===== config.mk =====
export PLATFORM = sky130hd
export DESIGN_NAME = alu_other_unit
export DESIGN_NICKNAME = d
export VERILOG_FILES = /design/src/logic/rvv_isa_pkg.sv /design/src/logic/alu_uop_pkg.sv /design/src/logic/alu_other_unit.sv /design/src/logic/result_stage.sv /design/src/logic/vmerge_lane.sv /design/src/logic/elem_extend.sv /design/src/logic/operand_prep.sv /design/src/logic/other_op_decode.sv
export SDC_FILE = /design/constraint.sdc
export NUM_CORES = 1
export LEC_CHECK = 0
export BUFFER_PORTS_ARGS = -buffer_cell sky130_fd_sc_hd__buf_2
export CORE_AREA = 2 2 227 229
export CTS_CLUSTER_SIZE = 10
export DETAILED_ROUTE_END_ITERATION = 7
export DIE_AREA = 0 0 229 231
export PLACE_DENSITY_LB_ADDON = 0.25
export SYNTH_ARGS = -nofsm -noshare
export SYNTH_HDL_FRONTEND = slang
export SYNTH_SLANG_ARGS = --single-unit

===== constraint.sdc =====
create_clock -name clk -period 0.8 [get_ports clk]
set_input_delay 0.04 -clock clk [delete_from_list [all_inputs] [get_ports clk]]
set_output_delay 0.04 -clock clk [all_outputs]
set_load 0.05 [all_outputs]

===== src/logic/rvv_isa_pkg.sv =====
package rvv_isa_pkg;

  // element sizes in bits
  localparam int BYTE_WIDTH  = 8;
  localparam int HWORD_WIDTH = 16;
  localparam int WORD_WIDTH  = 32;

  // element width as carried in the uop
  typedef enum logic [1:0] {
    EEW8  = 2'b00,
    EEW16 = 2'b01,
    EEW32 = 2'b10
  } eew_e;

  // major opcode category, funct3 of OP-V
  typedef enum logic [2:0] {
    OPIVV = 3'b000,
    OPMVV = 3'b010,
    OPIVI = 3'b011,
    OPIVX = 3'b100,
    OPMVX = 3'b110
  } funct3_e;

  // funct6, arithmetic view only
  localparam logic [5:0] VMERGE_VMV   = 6'b010111;
  localparam logic [5:0] VSMUL_VMVNRR = 6'b100111;
  localparam logic [5:0] VXUNARY0     = 6'b010010;
  localparam logic [5:0] VWXUNARY0    = 6'b010000;

  // vs1 field used as sub-opcode
  localparam logic [4:0] VMV_X_S   = 5'b00000;
  localparam logic [4:0] VZEXT_VF4 = 5'b00100;
  localparam logic [4:0] VSEXT_VF4 = 5'b00101;
  localparam logic [4:0] VZEXT_VF2 = 5'b00110;
  localparam logic [4:0] VSEXT_VF2 = 5'b00111;

endpackage

===== src/logic/alu_uop_pkg.sv =====
package alu_uop_pkg;

  localparam int VLEN                = 128;
  localparam int XLEN                = 32;
  localparam int VLENB               = VLEN / 8;
  localparam int ROB_DEPTH_WIDTH     = 3;
  localparam int UOP_INDEX_WIDTH     = 3;
  localparam int REGFILE_INDEX_WIDTH = 5;

  // one ALU uop with its operands already read
  typedef struct packed {
    logic [ROB_DEPTH_WIDTH-1:0]     rob_entry;
    logic [5:0]                     funct6;
    rvv_isa_pkg::funct3_e           funct3;
    logic                           vm;
    rvv_isa_pkg::eew_e              vd_eew;
    rvv_isa_pkg::eew_e              vs2_eew;
    logic [REGFILE_INDEX_WIDTH-1:0] vs1;
    logic [UOP_INDEX_WIDTH-1:0]     uop_index;
    logic [VLEN-1:0]                v0_data;
    logic                           v0_data_valid;
    logic [VLEN-1:0]                vs1_data;
    logic                           vs1_data_valid;
    logic [VLEN-1:0]                vs2_data;
    logic                           vs2_data_valid;
    logic [XLEN-1:0]                rs1_data;
    logic                           rs1_data_valid;
  } alu_uop_t;

  // write-back record toward the ROB
  typedef struct packed {
    logic [ROB_DEPTH_WIDTH-1:0] rob_entry;
    logic [VLEN-1:0]            w_data;
    logic                       w_valid;
  } rob_result_t;

  typedef enum logic [2:0] {
    OP_NONE    = 3'd0,
    OP_MV_V    = 3'd1,
    OP_MERGE   = 3'd2,
    OP_MV_NRR  = 3'd3,
    OP_EXT_VF2 = 3'd4,
    OP_EXT_VF4 = 3'd5,
    OP_MV_X_S  = 3'd6,
    OP_MV_S_X  = 3'd7
  } op_class_e;

endpackage


===== src/logic/alu_other_unit.sv =====
`timescale 1ns/1ns

module alu_other_unit
  import alu_uop_pkg::*;
(
  input  logic        clk,
  input  logic        arst_n,
  input  logic        uop_valid,
  input  alu_uop_t    uop,
  output rob_result_t result
);

  op_class_e       op_class;
  logic            op_ok;
  logic            ext_signed;
  logic [VLEN-1:0] src1;
  logic [VLEN-1:0] src2;
  logic [VLEN-1:0] ext_data;
  logic [VLEN-1:0] merge_data;

  other_op_decode u_other_op_decode (
    .uop        (uop),
    .uop_valid  (uop_valid),
    .op_class   (op_class),
    .ext_signed (ext_signed),
    .op_ok      (op_ok)
  );

  operand_prep u_operand_prep (
    .uop      (uop),
    .op_class (op_class),
    .src1     (src1),
    .src2     (src2)
  );

  elem_extend u_elem_extend (
    .src2       (src2),
    .vs2_eew    (uop.vs2_eew),
    .op_class   (op_class),
    .ext_signed (ext_signed),
    .ext_data   (ext_data)
  );

  vmerge_lane u_vmerge_lane (
    .src1       (src1),
    .src2       (src2),
    .v0_data    (uop.v0_data),
    .uop_index  (uop.uop_index),
    .vs2_eew    (uop.vs2_eew),
    .merge_data (merge_data)
  );

  result_stage u_result_stage (
    .clk        (clk),
    .arst_n     (arst_n),
    .op_class   (op_class),
    .op_ok      (op_ok),
    .rob_entry  (uop.rob_entry),
    .src1       (src1),
    .src2       (src2),
    .ext_data   (ext_data),
    .merge_data (merge_data),
    .result     (result)
  );

endmodule


===== src/logic/result_stage.sv =====
`timescale 1ns/1ns

module result_stage
  import alu_uop_pkg::*;
(
  input  logic                       clk,
  input  logic                       arst_n,
  input  op_class_e                  op_class,
  input  logic                       op_ok,
  input  logic [ROB_DEPTH_WIDTH-1:0] rob_entry,
  input  logic [VLEN-1:0]            src1,
  input  logic [VLEN-1:0]            src2,
  input  logic [VLEN-1:0]            ext_data,
  input  logic [VLEN-1:0]            merge_data,
  output rob_result_t                result
);

  logic [VLEN-1:0] sel_data;

  always_comb begin
    case (op_class)
      OP_MV_V, OP_MV_S_X:     sel_data = src1;
      OP_MERGE:               sel_data = merge_data;
      OP_MV_NRR, OP_MV_X_S:   sel_data = src2;
      OP_EXT_VF2, OP_EXT_VF4: sel_data = ext_data;
      default:                sel_data = '0;
    endcase
  end

  // single register stage toward the ROB
  always_ff @(posedge clk or negedge arst_n) begin
    if (!arst_n) begin
      result <= '0;
    end else begin
      result.rob_entry <= rob_entry;
      result.w_data    <= sel_data;
      result.w_valid   <= op_ok;
    end
  end

  // a valid write-back needs a selected source
  a_ok_has_class: assert property (@(posedge clk) disable iff (!arst_n)
    op_ok |-> op_class != OP_NONE)
    else $error("operands accepted for an unsupported opcode");

endmodule


===== src/logic/vmerge_lane.sv =====
`timescale 1ns/1ns

module vmerge_lane
  import rvv_isa_pkg::*;
  import alu_uop_pkg::*;
(
  input  logic [VLEN-1:0]            src1,
  input  logic [VLEN-1:0]            src2,
  input  logic [VLEN-1:0]            v0_data,
  input  logic [UOP_INDEX_WIDTH-1:0] uop_index,
  input  eew_e                       vs2_eew,
  output logic [VLEN-1:0]            merge_data
);

  // one mask bit per element of this uop
  logic [VLENB-1:0] mask;

  always_comb begin
    case (vs2_eew)
      EEW8:    mask = v0_data[uop_index * VLENB +: VLENB];
      EEW16:   mask = {{(VLENB/2){1'b0}}, v0_data[uop_index * (VLENB/2) +: VLENB/2]};
      EEW32:   mask = {{(VLENB*3/4){1'b0}}, v0_data[uop_index * (VLENB/4) +: VLENB/4]};
      default: mask = '0;
    endcase
  end

  always_comb begin
    merge_data = '0;
    case (vs2_eew)
      EEW8: begin
        for (int i = 0; i < VLEN/BYTE_WIDTH; i++) begin
          merge_data[i*BYTE_WIDTH +: BYTE_WIDTH] = mask[i] ? src1[i*BYTE_WIDTH +: BYTE_WIDTH]
                                                           : src2[i*BYTE_WIDTH +: BYTE_WIDTH];
        end
      end
      EEW16: begin
        for (int i = 0; i < VLEN/HWORD_WIDTH; i++) begin
          merge_data[i*HWORD_WIDTH +: HWORD_WIDTH] =
            mask[i] ? src1[i*HWORD_WIDTH +: HWORD_WIDTH] : src2[i*HWORD_WIDTH +: HWORD_WIDTH];
        end
      end
      EEW32: begin
        for (int i = 0; i < VLEN/WORD_WIDTH; i++) begin
          merge_data[i*WORD_WIDTH +: WORD_WIDTH] =
            mask[i] ? src1[i*WORD_WIDTH +: WORD_WIDTH] : src2[i*WORD_WIDTH +: WORD_WIDTH];
        end
      end
      default: merge_data = '0;
    endcase
  end

endmodule


===== src/logic/elem_extend.sv =====
`timescale 1ns/1ns

module elem_extend
  import rvv_isa_pkg::*;
  import alu_uop_pkg::*;
(
  input  logic [VLEN-1:0] src2,
  input  eew_e            vs2_eew,
  input  op_class_e       op_class,
  input  logic            ext_signed,
  output logic [VLEN-1:0] ext_data
);

  always_comb begin
    ext_data = '0;
    if (op_class == OP_EXT_VF2 && vs2_eew == EEW8) begin
      // byte to halfword
      for (int i = 0; i < VLEN/HWORD_WIDTH; i++) begin
        ext_data[i*HWORD_WIDTH +: HWORD_WIDTH] =
          {{BYTE_WIDTH{ext_signed & src2[i*BYTE_WIDTH + BYTE_WIDTH-1]}},
           src2[i*BYTE_WIDTH +: BYTE_WIDTH]};
      end
    end else if (op_class == OP_EXT_VF2 && vs2_eew == EEW16) begin
      // halfword to word
      for (int i = 0; i < VLEN/WORD_WIDTH; i++) begin
        ext_data[i*WORD_WIDTH +: WORD_WIDTH] =
          {{HWORD_WIDTH{ext_signed & src2[i*HWORD_WIDTH + HWORD_WIDTH-1]}},
           src2[i*HWORD_WIDTH +: HWORD_WIDTH]};
      end
    end else if (op_class == OP_EXT_VF4 && vs2_eew == EEW8) begin
      // byte to word
      for (int i = 0; i < VLEN/WORD_WIDTH; i++) begin
        ext_data[i*WORD_WIDTH +: WORD_WIDTH] =
          {{(WORD_WIDTH-BYTE_WIDTH){ext_signed & src2[i*BYTE_WIDTH + BYTE_WIDTH-1]}},
           src2[i*BYTE_WIDTH +: BYTE_WIDTH]};
      end
    end
  end

endmodule


===== src/logic/operand_prep.sv =====
`timescale 1ns/1ns

module operand_prep
  import rvv_isa_pkg::*;
  import alu_uop_pkg::*;
(
  input  alu_uop_t        uop,
  input  op_class_e       op_class,
  output logic [VLEN-1:0] src1,
  output logic [VLEN-1:0] src2
);

  // scalar copied into every element of the register
  function automatic logic [VLEN-1:0] repeat_scalar(logic [XLEN-1:0] x, eew_e eew);
    case (eew)
      EEW8:    repeat_scalar = {(VLEN/BYTE_WIDTH){x[BYTE_WIDTH-1:0]}};
      EEW16:   repeat_scalar = {(VLEN/HWORD_WIDTH){x[HWORD_WIDTH-1:0]}};
      EEW32:   repeat_scalar = {(VLEN/WORD_WIDTH){x[WORD_WIDTH-1:0]}};
      default: repeat_scalar = '0;
    endcase
  endfunction

  // element 0 only, upper elements zero
  function automatic logic [VLEN-1:0] keep_elem0(logic [VLEN-1:0] x, eew_e eew);
    case (eew)
      EEW8:    keep_elem0 = {{(VLEN-BYTE_WIDTH){1'b0}}, x[BYTE_WIDTH-1:0]};
      EEW16:   keep_elem0 = {{(VLEN-HWORD_WIDTH){1'b0}}, x[HWORD_WIDTH-1:0]};
      EEW32:   keep_elem0 = {{(VLEN-WORD_WIDTH){1'b0}}, x[WORD_WIDTH-1:0]};
      default: keep_elem0 = '0;
    endcase
  endfunction

  logic [VLEN/2-1:0] vs2_half;
  logic [VLEN/4-1:0] vs2_quarter;

  // slice of vs2 feeding this uop of an extension
  assign vs2_half    = uop.uop_index[0] ? uop.vs2_data[VLEN/2 +: VLEN/2]
                                        : uop.vs2_data[0 +: VLEN/2];
  assign vs2_quarter = uop.vs2_data[uop.uop_index[1:0] * (VLEN/4) +: VLEN/4];

  always_comb begin
    src1 = '0;
    src2 = '0;
    case (op_class)
      OP_MV_V: begin
        src1 = (uop.funct3 == OPIVV) ? uop.vs1_data
                                     : repeat_scalar(uop.rs1_data, uop.vd_eew);
      end
      // vmerge splats at the source width
      OP_MERGE: begin
        src1 = (uop.funct3 == OPIVV) ? uop.vs1_data
                                     : repeat_scalar(uop.rs1_data, uop.vs2_eew);
        src2 = uop.vs2_data;
      end
      OP_MV_NRR: begin
        src2 = uop.vs2_data;
      end
      OP_EXT_VF2: begin
        src2 = {2{vs2_half}};
      end
      OP_EXT_VF4: begin
        src2 = {4{vs2_quarter}};
      end
      OP_MV_X_S: begin
        src2 = keep_elem0(uop.vs2_data, uop.vs2_eew);
      end
      OP_MV_S_X: begin
        src1 = keep_elem0(VLEN'(uop.rs1_data), uop.vd_eew);
      end
      default: begin
        src1 = '0;
        src2 = '0;
      end
    endcase
  end

endmodule


===== src/logic/other_op_decode.sv =====
`timescale 1ns/1ns

module other_op_decode
  import rvv_isa_pkg::*;
  import alu_uop_pkg::*;
(
  input  alu_uop_t  uop,
  input  logic      uop_valid,
  output op_class_e op_class,
  output logic      ext_signed,
  output logic      op_ok
);

  // operand valid flags match what the class needs
  logic ready;

  always_comb begin
    op_class   = OP_NONE;
    ext_signed = 1'b0;
    case (uop.funct3)
      OPIVV, OPIVX, OPIVI: begin
        if (uop.funct6 == VMERGE_VMV) begin
          op_class = uop.vm ? OP_MV_V : OP_MERGE;
        end else if (uop.funct6 == VSMUL_VMVNRR && uop.funct3 == OPIVI) begin
          op_class = OP_MV_NRR;
        end
      end
      OPMVV: begin
        if (uop.funct6 == VXUNARY0) begin
          case (uop.vs1)
            VZEXT_VF2: op_class = OP_EXT_VF2;
            VZEXT_VF4: op_class = OP_EXT_VF4;
            VSEXT_VF2: begin
              op_class   = OP_EXT_VF2;
              ext_signed = 1'b1;
            end
            VSEXT_VF4: begin
              op_class   = OP_EXT_VF4;
              ext_signed = 1'b1;
            end
            default: op_class = OP_NONE;
          endcase
        end else if (uop.funct6 == VWXUNARY0 && uop.vs1 == VMV_X_S) begin
          op_class = OP_MV_X_S;
        end
      end
      OPMVX: begin
        if (uop.funct6 == VWXUNARY0) begin
          op_class = OP_MV_S_X;
        end
      end
      default: op_class = OP_NONE;
    endcase
  end

  always_comb begin
    case (op_class)
      // vector form reads vs1, scalar and immediate forms read rs1
      OP_MV_V, OP_MERGE:
        ready = (uop.funct3 == OPIVV ? uop.vs1_data_valid : uop.rs1_data_valid) &&
                (uop.vm || (uop.vs2_data_valid && uop.v0_data_valid));
      OP_MV_NRR, OP_MV_X_S:
        ready = uop.vm && uop.vs2_data_valid;
      OP_EXT_VF2:
        ready = !uop.vs1_data_valid && uop.vs2_data_valid &&
                (uop.vs2_eew == EEW8 || uop.vs2_eew == EEW16);
      OP_EXT_VF4:
        ready = !uop.vs1_data_valid && uop.vs2_data_valid && uop.vs2_eew == EEW8;
      OP_MV_S_X:
        ready = uop.vm && uop.rs1_data_valid;
      default:
        ready = 1'b0;
    endcase
  end

  assign op_ok = uop_valid && ready;

endmodule


==> flow_metrics.py <==
metrics = {
    "die": {
        "die-area_sq_um": 52900,
        "rows": 83,
        "die_h_um": 231,
        "io_pins": 580,
        "fp.coreArea_sq_um": 50700,
        "die_x_um": 229,
        "initial_utilization_pct": 27.7,
    },
    "logic_synthesis": {
        "ys_warn_count": 0,
        "synth_ff_type": "dfrtp_1",
        "synth_seq_area_share_pct": 23.5,
        "synth_seq_cells": 132,
        "syn-num-nets": 2175,
        "synth_edf_count": 0,
        "syn_area_per_cell_sq_um": 8.15,
        "postSynth.asyncResetShare_pct": 100,
        "synth_area_sq_um": 14000,
        "synth_cells": 1723,
        "yosysUniqueCellTypes": 82,
    },
    "layout": {
        "synthToLayoutAreaGrowth_pct": 111,
        "reg_top3": "u_result_stage.result x132",
        "top_register": "u_result_stage.result",
        "nets": 3554,
        "largest_reg_flops": 132,
        "fillerInstances": 4587,
        "stdcell_area_sq_um": 29700,
        "final_layout_size_suffix_gt1_share_pct": 62.4,
        "fin_util_pct": 58.6,
    },
    "min_path": {
        "worstHoldStart": "uop[238]",
        "worstHoldPathType": "in -> reg",
    },
    "route": {
        "dr.pass1.iters": 8,
        "num_vias": 22600,
        "wirelength_mm": 109,
        "drc": 2,
        "drt_iter0_drc": 2241,
        "via_per_inst": 5.95,
        "drt.antenna.violating_nets": 0,
        "wl_per_cell_um": 28.7,
        "wl_met3_mm": 9.00,
        "highest_layer": "met5",
        "met2_length_mm": 51.6,
        "wl_met1_mm": 40.8,
    },
    "clock_tree": {
        "clock-sinks": 132,
        "cts_root_buf": "clkbuf_16",
        "numCtsBuffers": 17,
        "h-tree-depth": 4,
        "clkTransAtPathRegs_ns": 0.07,
        "clockBufferDepth": 2,
        "cts_tree": "done",
    },
    "place": {
        "dp_hpwl_mm": 85.0,
        "gp_congestion": 1.02,
        "dpl_cell_area_sq_um": 23600,
        "port_buffers": 579,
    },
    "sta": {
        "max_freq_ghz": 0.438,
        "drv_slew": 0,
        "fin_crit_ns": 2.28,
        "timing.final.crit_share_pct": 285,
        "holdWs_ns": -0.0507,
        "slew_headroom_pct": 50.5,
        "grt_setup_unrepaired": "yes",
        "hold_violations": 7,
        "setup_viol": 261,
        "setup_slack_ns": -1.48,
        "worst_slew_pin_slew_ns": 0.738,
    },
    "power": {
        "intPower_uw": 16700,
        "clockPowerShare_pct": 35.7,
        "power_frac_comb_pct": 37.5,
        "seq_power_share_pct": 26.9,
        "net-switching-power_uw": 8170,
        "p_per_area_nw_per_um2": 838,
        "power_uw": 24900,
        "power.leakage_uw": 0.0133,
        "ir_drop_v": 0.00152,
        "swShare_pct": 32.8,
    },
    "critical_path": {
        "crit_start": "uop[420]",
        "critical_path_class": "in -> reg",
        "critPathMaxStageDelay_ns": 0.51,
        "critPathSlowestCell": "mux4_2",
        "path_cells": "buf_12 > mux4_2 > and2_4 > o41a_1 > or3_4 > a222oi_1 > buf_4 > o21a_4 > a21oi_2 > a221o_1",
        "worst_setup_path_end_kind": "flop",
        "required_ns": 1.14,
        "path_buf_inv": 2,
        "crit_path_start_kind": "input pin",
        "worstPathMaxFanout": 7,
        "critPathTopFamily": "compound AO/OA/AOI/OAI gates",
        "cp.arrival_ns": 2.63,
    },
    "global_routing": {
        "antenna_found_initial": 13,
        "grt_first_pass_wirelength_mm": 152,
        "grt_max_degree": 43,
        "grt_pass1_vias": 22500,
        "overflow": 0,
        "grtUsageTotal_pct": 39.2,
    },
    "status": {
        "status": "finished with violations",
        "violations": "DRC, hold timing, setup timing",
    },
    "run": {
        "drv_cap": 0,
    },
}
-- cells in the mapped netlist, drive strengths merged, types with 37 or more instances --
cell    instances  area (sq um)
buf            49           285
a221o          60           601
o22ai          37           244
o21ai         105           537
nor2          116           435
mux4           63          1420
clkbuf         94           353
a21oi         210          1080
a221oi         97           856
dfrtp         132          3300
o211ai         48           365
nand2         189           709
a22oi          52           390
-- logic make-up after synthesis --
kind of cell,after synthesis,share of synthesized area (%)
flip-flops,132,23.5
adder cells (fa/ha/maj),4,0.356
AND/OR/NAND/NOR,512,17.4
buffers and inverters,174,5.37
multiplexers,112,13.7
AO/OA/AOI/OAI,789,39.6
-- worst paths after layout --
path                                               to  slack (ns)  cells past startpoint
setup / recovery            u_result_stage.result[41]       -1.48                     10
hold / removal              u_result_stage.result[76]       -0.05                      3
max in group asynchronous   u_result_stage.result[95]        0.28                      3
min in group asynchronous  u_result_stage.result[129]        0.02                      2
-- layout make-up --
class / count / area (sq um) / area share, %
diodes: 8 / 20.0 / 0.0674
multi-input cells: 1417 / 12300 / 41.5
inverters: 31 / 123 / 0.413
clock inverters: 13 / 181 / 0.611
well taps: 680 / 851 / 2.86
repair buffers: 1503 / 12400 / 41.9
clock buffers: 19 / 443 / 1.49
flip-flops and latches: 132 / 3320 / 11.2
-- power by group through the flow --
stage | Sequential, uW | Combinational (uW) | Clock (uW)
after global placement | 6810 | 7300 | 0
after detailed placement | 6810 | 7340 | 0
final | 6690 | 9330 | 8880
after floorplan | 6840 | 2660 | 0
after CTS | 6690 | 8820 | 8840
after global routing | 6680 | 9730 | 9130
-- worst min-delay path, stage by stage --
cell,delay (ns)
buf_2,0.10
a21o_1,0.11
a221o_1,0.13
-- through the flow --
| stage | setup WS (ns) | setup TNS, ns | instances |
|---|---|---|---|
| after global placement | -2.09 | -244.15 | 3540 |
| after global routing | -1.54 | -211.53 | 3800 |
| final | -1.48 | -202.66 | 3803 |
| after detailed placement | -2.13 | -248.33 | 3540 |
| after CTS | -1.49 | -209.71 | 3755 |
| after floorplan | -1.51 | -169.34 | 1723 |
-- what timing repair did --
action | CTS | global route
gates resized for setup | 413 | 537
endpoints found under the setup margin | 261 | 261
gates cloned | 11 | 1
setup buffers | 118 | 44
pin swaps | 148 | 101
hold buffers | 63 | 1
endpoints found under the hold margin | 204 | 5
-- cells in the final DEF, fill, tap and decap left out, types with 18 or more instances in the layout --
cell type / synthesis / layout
mux2i_1: 35 / 32
and3_4: 0 / 19
a221oi_1: 96 / 58
dlygate4sd3_1: 0 / 64
o21ai_2: 3 / 25
buf_6: 3 / 222
o22ai_2: 2 / 18
buf_12: 0 / 73
a21o_1: 24 / 23
a21oi_1: 205 / 166
or2_4: 0 / 20
a22oi_2: 0 / 20
inv_1: 28 / 23
nand2_2: 0 / 20
a22oi_1: 52 / 32
o21ai_1: 3 / 27
nand3_1: 34 / 26
o21ai_0: 99 / 48
dfrtp_1: 132 / 120
a21oi_2: 4 / 24
buf_4: 13 / 680
mux4_2: 63 / 63
a21oi_4: 1 / 20
o211ai_1: 47 / 47
a221oi_2: 1 / 25
buf_2: 24 / 441
nand2_1: 189 / 167
a221o_1: 60 / 57
o221ai_2: 0 / 27
nor2_1: 116 / 89
nor2b_1: 30 / 21
-- metal layers --
metal	global-route usage, %	up-vias
met2	66.0	1524
met5	0	-
li1	-	9674
met4	23.1	4
met1	46.9	11100
met3	7.11	343
(Power assumes the default switching activity.)
